### src/common/ex_macros.svh
`ifndef EX_MACROS_SVH
`define EX_MACROS_SVH

// execute stage widths

// data path, one machine word
`define EX_NB_DATA 32

// register file index
`define EX_NB_REG 5

// opcode and function fields share one width
`define EX_NB_OP 6

// constant shift amount from the instruction
`define EX_NB_SHAMT 5

`endif
### src/common/ex_pkg.sv
`include "ex_macros.svh"

package ex_pkg;

    typedef logic [`EX_NB_DATA-1:0] data_t;
    typedef logic [`EX_NB_REG-1:0]  reg_addr_t;

    // alu class from the control unit
    typedef enum logic [1:0] {
        class_load_store = 2'b00,
        class_branch     = 2'b01,
        class_r_type     = 2'b10,
        class_i_type     = 2'b11
    } alu_class_e;

    // r-type entries carry the function code, immediate entries the opcode
    typedef enum logic [`EX_NB_OP-1:0] {
        alu_sll   = 6'b000000,
        alu_srl   = 6'b000010,
        alu_sra   = 6'b000011,
        alu_sllv  = 6'b000100,
        alu_srlv  = 6'b000110,
        alu_srav  = 6'b000111,
        alu_add   = 6'b100000,
        alu_addu  = 6'b100001,
        alu_sub   = 6'b100010,
        alu_subu  = 6'b100011,
        alu_and   = 6'b100100,
        alu_or    = 6'b100101,
        alu_xor   = 6'b100110,
        alu_nor   = 6'b100111,
        alu_slt   = 6'b101010,
        alu_sltu  = 6'b101011,
        alu_addi  = 6'b001000,
        alu_addiu = 6'b001001,
        alu_slti  = 6'b001010,
        alu_sltiu = 6'b001011,
        alu_andi  = 6'b001100,
        alu_ori   = 6'b001101,
        alu_xori  = 6'b001110,
        alu_lui   = 6'b001111,
        alu_idle  = 6'b111111
    } alu_op_e;

    // forwarding unit operand source
    typedef enum logic [1:0] {
        fwd_reg_file = 2'b00,
        fwd_zero     = 2'b01,
        fwd_mem_wb   = 2'b10,
        fwd_ex_mem   = 2'b11
    } fwd_sel_e;

    typedef enum logic [1:0] {
        width_byte = 2'b00,
        width_half = 2'b01,
        width_word = 2'b10
    } mem_width_e;

    // jump-and-link detection
    localparam logic [`EX_NB_OP-1:0] op_r_type = 6'b000000;
    localparam logic [`EX_NB_OP-1:0] op_jal    = 6'b000011;
    localparam logic [`EX_NB_OP-1:0] fn_jalr   = 6'b001001;

endpackage

### src/rtl/ex_mem_reg.sv
`timescale 1ns/1ns

module ex_mem_reg (
    input  logic                    clk,
    input  logic                    i_reset,
    input  logic                    i_halt,
    input  logic                    i_stall,
    input  logic                    i_mem2reg,
    input  logic                    i_mem_write,
    input  logic                    i_reg_write,
    input  logic                    i_reg_dst,
    input  logic                    i_sign_flag,
    input  ex_pkg::mem_width_e      i_width,
    input  ex_pkg::data_t           i_result,
    input  ex_pkg::data_t           i_data4mem,
    input  ex_pkg::reg_addr_t       i_rt,
    input  ex_pkg::reg_addr_t       i_rd,
    output logic                    o_mem2reg,
    output logic                    o_mem_write,
    output logic                    o_reg_write,
    output logic                    o_sign_flag,
    output ex_pkg::mem_width_e      o_width,
    output ex_pkg::data_t           o_result,
    output ex_pkg::data_t           o_data4mem,
    output ex_pkg::reg_addr_t       o_write_reg
);

    always_ff @(posedge clk) begin
        if (i_reset) begin
            o_mem2reg   <= 1'b0;
            o_mem_write <= 1'b0;
            o_reg_write <= 1'b0;
            o_sign_flag <= 1'b0;
            o_width     <= ex_pkg::width_byte;
            o_result    <= '0;
            o_data4mem  <= '0;
            o_write_reg <= '0;
        end else if (!i_halt) begin
            // a stall turns this slot into a bubble
            o_mem2reg   <= i_stall ? 1'b0 : i_mem2reg;
            o_mem_write <= i_stall ? 1'b0 : i_mem_write;
            o_reg_write <= i_stall ? 1'b0 : i_reg_write;

            o_sign_flag <= i_sign_flag;
            o_width     <= i_width;
            o_result    <= i_result;
            o_data4mem  <= i_data4mem;
            // rd for r-type, rt otherwise
            o_write_reg <= i_reg_dst ? i_rd : i_rt;
        end
    end

    // halt freezes the whole register
    a_halt_hold: assert property (
        @(posedge clk) disable iff (i_reset)
        i_halt |=> $stable({o_mem2reg, o_mem_write, o_reg_write, o_sign_flag,
                            o_width, o_result, o_data4mem, o_write_reg})
    ) else $error("ex/mem outputs changed during halt");

    // no register write may leave a bubble
    a_stall_bubble: assert property (
        @(posedge clk) disable iff (i_reset)
        (i_stall && !i_halt) |=> !o_reg_write
    ) else $error("register write after stall");

endmodule

### config.mk
export PLATFORM = sky130hd
export DESIGN_NAME = ex_mem_reg
export DESIGN_NICKNAME = d
export VERILOG_FILES = /design/src/common/ex_pkg.sv /design/src/rtl/ex_mem_reg.sv
export VERILOG_INCLUDE_DIRS = /design/src /design/src/common
export SDC_FILE = /design/constraint.sdc
export NUM_CORES = 1
export LEC_CHECK = 0
export BUFFER_PORTS_ARGS = -buffer_cell sky130_fd_sc_hd__buf_2
export CAP_MARGIN = 30
export CORE_UTILIZATION = 43
export CTS_BUF_LIST = sky130_fd_sc_hd__clkbuf_16
export DETAILED_ROUTE_END_ITERATION = 12
export GPL_TIMING_DRIVEN = 0
export PLACE_DENSITY = 0.79
export RECOVER_POWER = 25
export SYNTH_ARGS = -nofsm -noshare
export SYNTH_HDL_FRONTEND = slang
export SYNTH_SLANG_ARGS = --single-unit
### constraint.sdc
create_clock -name clk -period 1 [get_ports clk]
set_input_delay 0.1 -clock clk [delete_from_list [all_inputs] [get_ports clk]]
set_output_delay 0.1 -clock clk [all_outputs]
set_load 0.005 [all_outputs]
==> flow_summary.toml <==
[setup_path]
cpMaxStageDelayCell = "dfxtp_1"
crit_arrival_ns = 0.79
critPathKind = "register to primary output"
worstSetupStartpointType = "register"
path_buf_inv = 1
path_cells = "buf_2"
cp.required_ns = 0.90
critPathTopFamily = "flip-flops"
rr_worst_depth = 2
path_max_fanout = 2
cp.depth = 1
crit_path_end_kind = "primary output"
max_stage_delay_ns = 0.34

[global_route]
globalRoute.totalOverflow = 0
antenna_found_initial = 0
grt_use_total_pct = 18.2
grt_pass1_wl_mm = 9.18
grt_pass1_vias = 2150
grt_max_degree = 12

[pwr]
p_per_area_nw_per_um2 = 1760
ir_drop_mv = 1.10
p_total_mw = 6.79
power.leakage_nw = 2.11

[synthesis]
synth-edff-count = 0
synth_area_leader_cell = "dfxtp_1"
ys_types = 15
synth.area.top_cells = "dfxtp_1 55%, mux2i_1 26%, nor2_1 9.2%, buf_8 2.2%, a211oi_1 1.4%"
ys_ff_latch = 75
avgSynthCellArea_um2 = 10.9
synthDominantCellAreaShare_pct = 54.7
synth_flop_cell = "dfxtp_1"
syn_area_um2 = 2740
yosys-top-cells-count = "75 x dfxtp_1, 72 x mux2i_1, 67 x nor2_1"
async_reset_ff_share_pct = 0
yosysWarningCount = 0
synth_cells = 252
yosysMostFrequentCell = "dfxtp_1"
synth_fp_nets = 337
seq_area_frac_synth_pct = 54.7

[route]
wl_mm = 6.23
dr.pass1.iters = 4
wl_per_cell_um = 12.5
vias = 2305
drc = 0
drtIter0Drc = 56
viasPerCell = 4.63
ant_nets = 0

[timing]
fin_crit_ns = 0.890
fin_hold_ws_ns = 0.0105
rsz0062_at_grt = "false"
fmax_ghz = 1.12
finalMaxSlewViolations = 0
layout_setup_ws_ns = 0.110
post-route-period-util_pct = 89.0
tns_ns = 0
worst_pin_slew_ns = 0.493
hold_viol = 0
slew_headroom_pct = 67.2
setup_viol_count_final = 0
finClkSkew_ns = 0

[final_layout]
final_util_pct = 64.1
antenna_cells = 0
area_delta_synth_final_pct = 40.9
drive_gt1_share_pct = 42.1
stdcell_count = 498
postLayoutCellArea_um2 = 3860
layout.nets = 504

[clock_network]
path_clk_slew_ns = 0.06
clock_tree.htree_level_count = 3
numCtsBuffers = 9
cts.repair.resized = 0
clockRootBuffer = "clkbuf_16"
clock-sinks = 75
cts_hold_buf = 0
cts_tree = "built"
cts_setup_buffers = 0
insertion_delay_ns = 0.32
clk_path_buf_depth = 2

[hold_path]
min_path_type = "input pin to register"
hold_path_depth = 3

[placement]
pre_cts_slack_ns = 0.0231
dpl_cell_area_um2 = 3620
hpwl_mm = 4.75
portBuffers = 156
gp_congestion = 0.721
placed_cells = 483

[floorplanning]
initial_core_util_pct = 45.5
die_w_um = 81.9
die-area_um2 = 6700
core_area_um2 = 6030
die_h_um = 81.9
io_pins = 160
row_count = 28

[run_status]
status = "finished, final reports clean"

[flow_run]
drv_cap = 0
==> final timing paths <==
check                       from             end  slack, ns
setup / recovery    o_result[22]    o_result[22]       0.11
hold / removal      i_result[31]    o_result[31]       0.01
setup reg to reg  o_write_reg[4]  o_write_reg[4]       0.33
hold reg to reg        o_mem2reg       o_mem2reg       0.46
==> cell type report <==
cell class,count,area (um2)
Tap cell,75,93.8
Inverter,1,3.75
Clock inverter,6,26.3
Timing Repair Buffer,156,781
Buffer,18,140
Sequential cell,75,1500
Clock buffer,9,225
Fill cell,521,2160
Multi-Input combinational cell,158,1090
==> worst reg2reg max path, cell delays in order, from the launching register on <==
cell	delay, ns
dfxtp_1	0.33
nor2b_1	0.05
a211oi_1	0.21
==> cells in the final DEF, fill, tap and decap left out, drive strengths merged <==
| cell type | instances |
|---|---|
| inv | 3 |
| clkinv | 4 |
| nand2 | 3 |
| a211oi | 5 |
| mux2i | 72 |
| or3b | 3 |
| nor2 | 67 |
| dfxtp | 75 |
| buf | 165 |
| clkbuf | 18 |
| a21oi | 3 |
| nor2b | 5 |
==> per-layer routing <==
layer	global-route usage, %	vias to the layer above	part of all wire [%]
li1	-	1170	-
met1	19.0	1034	40
met2	32.8	94	50
met3	6.00	7	9.0
met4	8.42	0	1.1
met5	0	-	0
==> cell families after synthesis <==
group	synth area share, %
AND/OR/NAND/NOR	11.7
flip-flops	54.7
multiplexers	26.3
AO/OA/AOI/OAI	1.92
buffers and inverters	5.38
==> report_power, final <==
| group | switching (mW) | internal [mW] | leakage, nW | total [mW] |
|---|---|---|---|---|
| Combinational | 0.366 | 0.449 | 1.35 | 0.815 |
| Clock | 1.10 | 1.62 | 0.135 | 2.72 |
| Sequential | 0.0836 | 3.17 | 0.619 | 3.25 |
| Total | 1.54 | 5.24 | 2.11 | 6.79 |
No activity file was read; power rests on OpenSTA's default activity.
