===== config.mk =====
export PLATFORM = sky130hd
export DESIGN_NAME = operand_select
export DESIGN_NICKNAME = d
export VERILOG_FILES = /design/src/common/ex_pkg.sv /design/src/rtl/operand_select.sv
export VERILOG_INCLUDE_DIRS = /design/src /design/src/common
export SDC_FILE = /design/constraint.sdc
export NUM_CORES = 1
export LEC_CHECK = 0
export BUFFER_PORTS_ARGS = -buffer_cell sky130_fd_sc_hd__buf_2
export CAP_MARGIN = 20
export CORE_AREA = 2 2 105 107
export DETAILED_ROUTE_END_ITERATION = 10
export DIE_AREA = 0 0 107 109
export GPL_TIMING_DRIVEN = 0
export MAX_ROUTING_LAYER = met4
export PLACE_DENSITY = 0.58
export SLEW_MARGIN = 20
export SYNTH_ARGS = -nofsm -noshare
export SYNTH_HDL_FRONTEND = slang
export SYNTH_SLANG_ARGS = --single-unit

===== constraint.sdc =====
create_clock -name vclk -period 3.6
set_input_delay 0.36 -clock vclk [all_inputs]
set_output_delay 0.36 -clock vclk [all_outputs]
set_load 0.005 [all_outputs]

===== src/common/ex_macros.svh =====
`ifndef EX_MACROS_SVH
`define EX_MACROS_SVH

// execute stage widths

// data path, one machine word
`define EX_NB_DATA 32

// register file index
`define EX_NB_REG 5

// opcode and function fields share one width
`define EX_NB_OP 6

// constant shift amount from the instruction
`define EX_NB_SHAMT 5

`endif

===== src/common/ex_pkg.sv =====
`include "ex_macros.svh"

package ex_pkg;

    typedef logic [`EX_NB_DATA-1:0] data_t;
    typedef logic [`EX_NB_REG-1:0]  reg_addr_t;

    // alu class from the control unit
    typedef enum logic [1:0] {
        class_load_store = 2'b00,
        class_branch     = 2'b01,
        class_r_type     = 2'b10,
        class_i_type     = 2'b11
    } alu_class_e;

    // r-type entries carry the function code, immediate entries the opcode
    typedef enum logic [`EX_NB_OP-1:0] {
        alu_sll   = 6'b000000,
        alu_srl   = 6'b000010,
        alu_sra   = 6'b000011,
        alu_sllv  = 6'b000100,
        alu_srlv  = 6'b000110,
        alu_srav  = 6'b000111,
        alu_add   = 6'b100000,
        alu_addu  = 6'b100001,
        alu_sub   = 6'b100010,
        alu_subu  = 6'b100011,
        alu_and   = 6'b100100,
        alu_or    = 6'b100101,
        alu_xor   = 6'b100110,
        alu_nor   = 6'b100111,
        alu_slt   = 6'b101010,
        alu_sltu  = 6'b101011,
        alu_addi  = 6'b001000,
        alu_addiu = 6'b001001,
        alu_slti  = 6'b001010,
        alu_sltiu = 6'b001011,
        alu_andi  = 6'b001100,
        alu_ori   = 6'b001101,
        alu_xori  = 6'b001110,
        alu_lui   = 6'b001111,
        alu_idle  = 6'b111111
    } alu_op_e;

    // forwarding unit operand source
    typedef enum logic [1:0] {
        fwd_reg_file = 2'b00,
        fwd_zero     = 2'b01,
        fwd_mem_wb   = 2'b10,
        fwd_ex_mem   = 2'b11
    } fwd_sel_e;

    typedef enum logic [1:0] {
        width_byte = 2'b00,
        width_half = 2'b01,
        width_word = 2'b10
    } mem_width_e;

    // jump-and-link detection
    localparam logic [`EX_NB_OP-1:0] op_r_type = 6'b000000;
    localparam logic [`EX_NB_OP-1:0] op_jal    = 6'b000011;
    localparam logic [`EX_NB_OP-1:0] fn_jalr   = 6'b001001;

endpackage


===== src/rtl/operand_select.sv =====
`timescale 1ns/1ns
`include "ex_macros.svh"

module operand_select (
    input  ex_pkg::fwd_sel_e        i_fw_a,
    input  ex_pkg::fwd_sel_e        i_fw_b,
    input  ex_pkg::data_t           i_reg_da,
    input  ex_pkg::data_t           i_reg_db,
    input  ex_pkg::data_t           i_output_exmem,
    input  ex_pkg::data_t           i_output_memwb,
    input  ex_pkg::data_t           i_immediate,
    input  logic [`EX_NB_OP-1:0]    i_opcode,
    input  logic [`EX_NB_OP-1:0]    i_func,
    input  logic                    i_immediate_flag,
    output ex_pkg::data_t           o_dato_a,
    output ex_pkg::data_t           o_dato_b,
    output ex_pkg::data_t           o_data4mem
);

    ex_pkg::data_t fwd_a;
    ex_pkg::data_t fwd_b;
    logic          is_link;

    // one forwarding mux, shared by both operands
    function automatic ex_pkg::data_t fwd_mux(
        input ex_pkg::fwd_sel_e sel,
        input ex_pkg::data_t    reg_val,
        input ex_pkg::data_t    memwb_val,
        input ex_pkg::data_t    exmem_val
    );
        case (sel)
            ex_pkg::fwd_reg_file: return reg_val;
            ex_pkg::fwd_mem_wb:   return memwb_val;
            ex_pkg::fwd_ex_mem:   return exmem_val;
            default:              return '0;
        endcase
    endfunction

    assign fwd_a = fwd_mux(i_fw_a, i_reg_da, i_output_memwb, i_output_exmem);
    assign fwd_b = fwd_mux(i_fw_b, i_reg_db, i_output_memwb, i_output_exmem);

    // jal and jalr take the register file values directly
    assign is_link = (i_opcode == ex_pkg::op_jal) ||
                     ((i_opcode == ex_pkg::op_r_type) && (i_func == ex_pkg::fn_jalr));

    assign o_dato_a = is_link ? i_reg_da : fwd_a;

    // immediate wins over both forwarding and the link bypass
    assign o_dato_b = i_immediate_flag ? i_immediate
                    : (is_link ? i_reg_db : fwd_b);

    // store data keeps the forwarded rt value
    assign o_data4mem = fwd_b;

    always_comb begin
        if (i_opcode == ex_pkg::op_jal) begin
            a_jal_bypass: assert final (o_dato_a == i_reg_da)
                else $error("jal operand a not taken from register file");
        end
    end

endmodule


==> run_results.csv <==
group,metric,value,unit
global_routing,overflow,0,
floorplan,io_pins,273,
layout,drive_above_1_share,63.1,%
global_routing,grt_max_degree,11,
route,wire_per_inst,17.7,um
floorplan,die_y,109,um
layout,clock_buffers,0,
route,route.detailed.drc,0,
layout,antennaDiodeCount,0,
floorplan,core,10600,um2
placed_design,pre_cts_ws,1.12,ns
timing,hold_violations,0,
logic_synthesis,syn_inst,306,
layout,finalInstanceArea,4080,um2
route,drt_pass1_iterations,4,
timing,finalWorstSetupSlack,1.14,ns
floorplan,rows,38,
placed_design,gp_congestion,0.821,
critical_path,setup.worst_path.class,"input port to output port",
global_routing,busiest_layer,"met2",
timing,slew_violations,0,
logic_synthesis,ys_warn_count,0,
placed_design,portBuffers,269,
timing,setup-violations-final,0,
critical_path,crit_path_max_fanout,10,
pwr,p_leak,2.17,nW
layout,area_growth,59.8,%
critical_path,start_kind,"input port",
critical_path,startpoint,"i_opcode[3]",
timing,min_period_over_period,68.3,%
logic_synthesis,ys_seq_area_share,0,%
job,cap_violations,0,
clock_tree,cts_resized,0,
route,vias,3746,
placed_design,hpwl,10500,um
route,totalWireLength,12700,um
route,viasPerCell,5.24,
logic_synthesis,synth_fp_nets,483,
route,drt_first_iter_violations,157,
logic_synthesis,netlist_area,2550,um2
timing,finalCriticalPeriod,2.46,ns
layout,seq_cell_count,0,
critical_path,cp-endpoint,"o_dato_b[23]",
timing,worstMarginPinSlew,0.787,ns
global_routing,gr-usage-met3,1.37,%
worst_hold_path,hp-class,"input port to output port",
pwr,power,0.000542,W
clock_tree,postCtsHoldBufs,0,
placed_design,postPlaceCellArea,4080,um2
pwr,power.density,133,nW/um2
timing,rsz0062_at_grt,"false",
floorplan,die_area,11700,um2
global_routing,antenna_found_initial,0,
critical_path,critPathArrivalTime,2.10,ns
floorplan,die_w,107,um
global_routing,grt_usage,20.4,%
layout,seqCellArea,0,um2
floorplan,start_util,24.1,%
critical_path,worst_setup_path_end_kind,"output port",
global_routing,grt_use_met1,25.0,%
status,status,"finished clean",
global_routing,gr-usage-met2,38.4,%
logic_synthesis,ys_types,26,
timing,max-slew-margin-rel,47.5,%
global_routing,grt_pass1_vias,3726,
critical_path,cp.required,3.24,ns
route,ant_nets,0,
global_routing,grt_pass1_wl,18700,um
timing,fmax,407,MHz
clock_tree,post_cts_buffers,0,
layout,nNetsFinal,754,
logic_synthesis,avgSynthCellArea,8.35,um2
pwr,vdd_drop_max,0.0000493,V
timing,fin_setup_tns,0,ns
kinds of logic (layout without fill, tap and decap cells):
logic type / Yosys count / after routing / share of synthesized area [%]
buffers and inverters: 68 / 337 / 13.5
AND/OR/NAND/NOR: 42 / 42 / 8.13
AO/OA/AOI/OAI: 132 / 132 / 51.7
multiplexers: 64 / 64 / 26.7
final cells by class:
cell class         count  area (um2)
plain buffers         40         239
inverters             28         105
well taps            140         175
multi-input cells    238        2220
fillers             1169        6520
repair buffers       269        1350
how the worst min path moves through the flow:
| stage | cells after the start | start | to | slack, ns |
|---|---|---|---|---|
| floorplan | 1 | i_reg_da[10] | o_dato_a[10] | 0.81 |
| global placement | 3 | i_reg_da[20] | o_dato_a[20] | 0.99 |
| detailed placement | 3 | i_reg_da[0] | o_dato_a[0] | 0.99 |
| CTS | 3 | i_reg_da[30] | o_dato_a[30] | 0.99 |
| global route | 3 | i_reg_da[4] | o_dato_a[4] | 1.00 |
| finish | 3 | i_reg_da[25] | o_dato_a[25] | 0.99 |
routing by layer:
layer | up-vias | share of wire, %
li1 | 1769 | -
met1 | 1782 | 42
met2 | 189 | 52
met3 | 6 | 5.9
met4 | 0 | 0.56
met5 | - | 0
cell usage after synthesis, drive strengths merged:
master   number  area, um2
nor3          4       20.0
a22o         33        290
mux2i        32        320
a221oi       28        245
or4           1       7.51
nor2         30        120
o31ai         4       30.0
o21ai         1       16.3
nor4          1       6.26
a21oi         4       20.0
mux2         32        360
o2bb2ai      32        468
a22oi         1       21.3
o22ai         1       20.0
nor4b         2       38.8
clkbuf       16       60.1
a211oi       28        210
nand2         4       15.0
buf          24        179
inv          28        105
critical path, cell delays in order:
cell	delay, ns
buf_2	0.11
nor4_2	0.66
buf_2	0.36
a211oi_1	0.11
a221oi_1	0.32
buf_2	0.18
stage by stage:
stage          std cells  util (%)  hold WS [ns]
2_1_floorplan        306         -         0.808
3_3_place_gp         715      38.4         0.993
3_5_place_dp         715      38.5         0.993
4_1_cts              715      38.5         0.994
5_1_grt              715      38.5          1.00
6_report             715      38.5         0.992
cell usage in the layout (no fill, tap or decap), drive strengths merged:
cell type / n
a211oi: 28
nor4: 1
o21ai: 1
o22ai: 1
buf: 293
nor2: 30
nor3: 4
mux2: 32
a22oi: 1
a22o: 33
mux2i: 32
a21oi: 4
o2bb2ai: 32
nor4b: 2
nand2: 4
or4: 1
o31ai: 4
a221oi: 28
inv: 28
clkbuf: 16
where the power goes:
group / switching, W / internal [W]
sequential: 0 / 0
combinational: 0.000269 / 0.000273
clock: 0 / 0
total: 0.000269 / 0.000273
Note: power is estimated with default switching activity, not from simulation.
