==> config.mk <==
export PLATFORM = sky130hd
export DESIGN_NAME = alu
export DESIGN_NICKNAME = d
export VERILOG_FILES = /design/src/common/ex_pkg.sv /design/src/alu/alu.sv
export VERILOG_INCLUDE_DIRS = /design/src /design/src/common
export SDC_FILE = /design/constraint.sdc
export NUM_CORES = 1
export LEC_CHECK = 0
export ABC_AREA = 1
export BUFFER_PORTS_ARGS = -buffer_cell sky130_fd_sc_hd__buf_2
export CORE_MARGIN = 4
export CORE_UTILIZATION = 23
export DETAILED_ROUTE_END_ITERATION = 16
export GPL_TIMING_DRIVEN = 0
export PLACE_DENSITY_LB_ADDON = 0.05
export RECOVER_POWER = 50
export SETUP_SLACK_MARGIN = 0.4
export SLEW_MARGIN = 20
export SYNTH_ARGS = -nofsm -noshare
export SYNTH_HDL_FRONTEND = slang
export SYNTH_SLANG_ARGS = --single-unit
==> constraint.sdc <==
create_clock -name vclk -period 4
set_input_delay 0.4 -clock vclk [all_inputs]
set_output_delay 0.4 -clock vclk [all_outputs]
set_load 0.005 [all_outputs]
==> src/common/ex_macros.svh <==
`ifndef EX_MACROS_SVH
`define EX_MACROS_SVH

// execute stage widths

// data path, one machine word
`define EX_NB_DATA 32

// register file index
`define EX_NB_REG 5

// opcode and function fields share one width
`define EX_NB_OP 6

// constant shift amount from the instruction
`define EX_NB_SHAMT 5

`endif
==> src/common/ex_pkg.sv <==
`include "ex_macros.svh"

package ex_pkg;

    typedef logic [`EX_NB_DATA-1:0] data_t;
    typedef logic [`EX_NB_REG-1:0]  reg_addr_t;

    // alu class from the control unit
    typedef enum logic [1:0] {
        class_load_store = 2'b00,
        class_branch     = 2'b01,
        class_r_type     = 2'b10,
        class_i_type     = 2'b11
    } alu_class_e;

    // r-type entries carry the function code, immediate entries the opcode
    typedef enum logic [`EX_NB_OP-1:0] {
        alu_sll   = 6'b000000,
        alu_srl   = 6'b000010,
        alu_sra   = 6'b000011,
        alu_sllv  = 6'b000100,
        alu_srlv  = 6'b000110,
        alu_srav  = 6'b000111,
        alu_add   = 6'b100000,
        alu_addu  = 6'b100001,
        alu_sub   = 6'b100010,
        alu_subu  = 6'b100011,
        alu_and   = 6'b100100,
        alu_or    = 6'b100101,
        alu_xor   = 6'b100110,
        alu_nor   = 6'b100111,
        alu_slt   = 6'b101010,
        alu_sltu  = 6'b101011,
        alu_addi  = 6'b001000,
        alu_addiu = 6'b001001,
        alu_slti  = 6'b001010,
        alu_sltiu = 6'b001011,
        alu_andi  = 6'b001100,
        alu_ori   = 6'b001101,
        alu_xori  = 6'b001110,
        alu_lui   = 6'b001111,
        alu_idle  = 6'b111111
    } alu_op_e;

    // forwarding unit operand source
    typedef enum logic [1:0] {
        fwd_reg_file = 2'b00,
        fwd_zero     = 2'b01,
        fwd_mem_wb   = 2'b10,
        fwd_ex_mem   = 2'b11
    } fwd_sel_e;

    typedef enum logic [1:0] {
        width_byte = 2'b00,
        width_half = 2'b01,
        width_word = 2'b10
    } mem_width_e;

    // jump-and-link detection
    localparam logic [`EX_NB_OP-1:0] op_r_type = 6'b000000;
    localparam logic [`EX_NB_OP-1:0] op_jal    = 6'b000011;
    localparam logic [`EX_NB_OP-1:0] fn_jalr   = 6'b001001;

endpackage

==> src/alu/alu.sv <==
`timescale 1ns/1ns
`include "ex_macros.svh"

module alu (
    input  ex_pkg::alu_op_e             i_op,
    input  ex_pkg::data_t               i_dato_a,
    input  ex_pkg::data_t               i_dato_b,
    input  logic [`EX_NB_SHAMT-1:0]     i_shamt,
    output ex_pkg::data_t               o_result
);

    localparam int LUI_SHIFT = `EX_NB_DATA / 2;

    logic                       lt_signed;
    logic                       lt_unsigned;
    logic [`EX_NB_SHAMT-1:0]    var_shamt;
    ex_pkg::data_t              sum;
    ex_pkg::data_t              diff;

    // compare results for slt family
    assign lt_signed   = $signed(i_dato_a) < $signed(i_dato_b);
    assign lt_unsigned = i_dato_a < i_dato_b;

    // variable shifts take rs low bits
    assign var_shamt = i_dato_a[`EX_NB_SHAMT-1:0];

    // wrap-around, no overflow trap
    assign sum  = i_dato_a + i_dato_b;
    assign diff = i_dato_a - i_dato_b;

    always_comb begin
        case (i_op)
            ex_pkg::alu_add, ex_pkg::alu_addu,
            ex_pkg::alu_addi, ex_pkg::alu_addiu:
                o_result = sum;
            ex_pkg::alu_sub, ex_pkg::alu_subu:
                o_result = diff;

            ex_pkg::alu_and, ex_pkg::alu_andi:
                o_result = i_dato_a & i_dato_b;
            ex_pkg::alu_or, ex_pkg::alu_ori:
                o_result = i_dato_a | i_dato_b;
            ex_pkg::alu_xor, ex_pkg::alu_xori:
                o_result = i_dato_a ^ i_dato_b;
            ex_pkg::alu_nor:
                o_result = ~(i_dato_a | i_dato_b);

            // set less than gives 1 or 0
            ex_pkg::alu_slt, ex_pkg::alu_slti:
                o_result = {{(`EX_NB_DATA-1){1'b0}}, lt_signed};
            ex_pkg::alu_sltu, ex_pkg::alu_sltiu:
                o_result = {{(`EX_NB_DATA-1){1'b0}}, lt_unsigned};

            // shifts act on rt, which arrives as operand b
            ex_pkg::alu_sll:
                o_result = i_dato_b << i_shamt;
            ex_pkg::alu_srl:
                o_result = i_dato_b >> i_shamt;
            ex_pkg::alu_sra:
                o_result = $signed(i_dato_b) >>> i_shamt;
            ex_pkg::alu_sllv:
                o_result = i_dato_b << var_shamt;
            ex_pkg::alu_srlv:
                o_result = i_dato_b >> var_shamt;
            ex_pkg::alu_srav:
                o_result = $signed(i_dato_b) >>> var_shamt;

            // immediate into the upper half
            ex_pkg::alu_lui:
                o_result = i_dato_b << LUI_SHIFT;

            ex_pkg::alu_idle:
                o_result = '0;
            default:
                o_result = '0;
        endcase
    end

endmodule

==> flow_summary.toml <==
[synth]
yosys-mux-area-fraction_pct = 0
synthDistinctLibCells = 47
post_synth.cell_area_avg_um2 = 4.96
synth-xor-area-share_pct = 0.221
yosys.area_share.simple_pct = 59.3
synth-seq-area-share_pct = 0
syn-num-nets = 2577
synth_top_family_by_area = "simple AND/OR/NAND/NOR gates"
post_synth_inst_count = 2402
synth_warnings = 0
netlist_area_mm2 = 0.0119
synth_compound_gate_area_share_pct = 17.5
synth_adder_area_share_pct = 10.6

[sta]
final-max-slew-violation-count = 0
slew_headroom_pct = 31.4
setup-violations-final = 0
worst-slew-pin-transition_ps = 1030
max_fclk_mhz = 261
grt_setup_unrepaired = "yes"
timing.final.crit_period_ps = 3820
layout_setup_ws_ps = 175
min_period_over_period_pct = 95.6
hold_violations = 0

[cells_and_area]
final_nets = 2723
drive_gt1_share_pct = 16.8
n_clock_buffer = 0
syn_to_final_growth_pct = 21.4
layout.area.seq_um2 = 0
layout.core_utilization_pct = 28.2
seq_cell_count = 0

[clock_tree]
cts_hold_buffers = 0

[floorplanning]
top_level_ports = 107
initial_utilization_pct = 23.2
std_cell_rows = 83
die_ar_mm2 = 0.0555
core-area_mm2 = 0.0513
die_x_um = 236
dieHeight_um = 236

[grt]
antenna_found_initial = 1
first_global_vias = 16873
grt_max_degree = 11
first_pass_grt_wire_length_um = 130000
gr-usage-all-layers_pct = 32.2
overflow = 0

[place]
routabilityCongestion = 1.05
place_ws_ps = -709
io_buffer_count = 107
dp_hpwl_um = 77500

[outcome]
outcome = "completed"

[setup_path]
timing.critical_path.from_type = "input pin"
setup.worst_path.end_class = "output port"
critPathRequiredTime_ps = 3600
worstSetupPathType = "input pin to output port"
cp_data_arrival_time_ps = 3420
crit_fanout = 10

[hold_path]
worst_hold_path_type = "input pin to output port"

[job]
maxCapViolCount = 0

[route]
vias_per_cell = 5.74
wl_per_cell_um = 29.5
route.vias.total = 18533
initial_drc_count = 2562
antenna_left = 0
drc = 0
drt_pass1_iterations = 6
drt_wl_total_um = 95200
-- per-stage QoR --
| stage | std cells | TNS (ps) | instance area, um2 | hold WS [ps] |
|---|---|---|---|---|
| after floorplan | 2402 | 0 | 11900 | 976 |
| after detailed placement | 3189 | -9250 | 13300 | 1460 |
| after global routing | 3226 | 0 | 14500 | 1460 |
| after global placement | 3189 | -10100 | 13300 | 1440 |
| after CTS | 3216 | 0 | 14000 | 1430 |
| final | 3227 | 0 | 14500 | 1420 |
-- critical path: stages --
cell                       delay, ps
sky130_fd_sc_hd__buf_2           180
sky130_fd_sc_hd__nor2_1          410
sky130_fd_sc_hd__nand3_2         220
sky130_fd_sc_hd__buf_6           210
sky130_fd_sc_hd__o21ai_4         270
sky130_fd_sc_hd__clkbuf_4        310
sky130_fd_sc_hd__nand3_1         140
sky130_fd_sc_hd__nand3_1         160
sky130_fd_sc_hd__nand3_1         130
sky130_fd_sc_hd__nand3_1         140
sky130_fd_sc_hd__nand3_1          80
sky130_fd_sc_hd__nor2_1          340
sky130_fd_sc_hd__nand3_1         230
sky130_fd_sc_hd__buf_2           190
-- timing repair --
item	in CTS	in global routing
pin swaps	5	12
setup endpoints to repair	31	29
buffers inserted	27	10
resized for setup	163	135
-- synth_stat cells (5+ instances only) --
cell,number,area [um2]
sky130_fd_sc_hd__a211oi_1,6,45.0
sky130_fd_sc_hd__a21o_1,6,45.0
sky130_fd_sc_hd__a21oi_1,120,601
sky130_fd_sc_hd__buf_2,47,235
sky130_fd_sc_hd__buf_4,10,75.1
sky130_fd_sc_hd__buf_6,11,124
sky130_fd_sc_hd__clkbuf_1,45,169
sky130_fd_sc_hd__ha_1,98,1230
sky130_fd_sc_hd__inv_1,221,830
sky130_fd_sc_hd__inv_2,7,26.3
sky130_fd_sc_hd__nand2_1,718,2700
sky130_fd_sc_hd__nand2_2,8,50.1
sky130_fd_sc_hd__nand3_1,565,2830
sky130_fd_sc_hd__nand3b_1,16,120
sky130_fd_sc_hd__nand4_1,49,307
sky130_fd_sc_hd__nor2_1,196,736
sky130_fd_sc_hd__nor2_2,5,31.3
sky130_fd_sc_hd__nor3_1,24,120
sky130_fd_sc_hd__o211ai_1,29,218
sky130_fd_sc_hd__o21ai_0,121,606
sky130_fd_sc_hd__o21ai_1,17,85.1
sky130_fd_sc_hd__o21ai_2,6,52.6
sky130_fd_sc_hd__o21ai_4,6,97.6
sky130_fd_sc_hd__o21bai_1,6,45.0
sky130_fd_sc_hd__o221ai_1,5,43.8
sky130_fd_sc_hd__o22ai_1,11,68.8
-- cells in the final DEF (no fill, tap or decap), types with 31 or more instances in the layout --
cell type / Yosys / layout
sky130_fd_sc_hd__nor2_1: 196 / 164
sky130_fd_sc_hd__o21ai_0: 121 / 100
sky130_fd_sc_hd__ha_1: 98 / 88
sky130_fd_sc_hd__o21ai_1: 17 / 31
sky130_fd_sc_hd__nand3_1: 565 / 554
sky130_fd_sc_hd__buf_4: 10 / 63
sky130_fd_sc_hd__nand4_1: 49 / 49
sky130_fd_sc_hd__nand2_1: 718 / 696
sky130_fd_sc_hd__a21oi_1: 120 / 94
sky130_fd_sc_hd__inv_1: 221 / 198
sky130_fd_sc_hd__buf_2: 47 / 122
-- final timing paths --
| check | startpoint | endpoint | slack (ps) | cells past startpoint |
|---|---|---|---|---|
| worst max-delay path | i_op[1] | o_result[31] | 180 | 14 |
| worst min-delay path | i_dato_b[10] | o_result[26] | 1420 | 6 |
-- cell type report --
cell class | instances | area, um2
inverter | 232 | 946
multi-input combinational | 2057 | 11100
fill | 6209 | 36800
antenna | 1 | 2.50
buffer | 113 | 666
tap | 680 | 851
timing repair buffer | 144 | 930
-- layer usage --
| layer | GRT usage [%] | share of wire [%] | wire length [um] | up-vias |
|---|---|---|---|---|
| li1 | - | - | - | 8404 |
| met1 | 46.7 | 45 | 42900 | 8894 |
| met2 | 48.5 | 41 | 39100 | 1069 |
| met3 | 2.87 | 8.2 | 7770 | 166 |
| met4 | 13.4 | 5.7 | 5470 | 0 |
| met5 | 0 | 0 | 0 | - |
-- cells by family after synthesis --
kind of cell / count (synthesis)
compound gates: 354
xor+xnor: 3
fa+ha+maj: 100
buf+inv: 345
simple gates: 1600
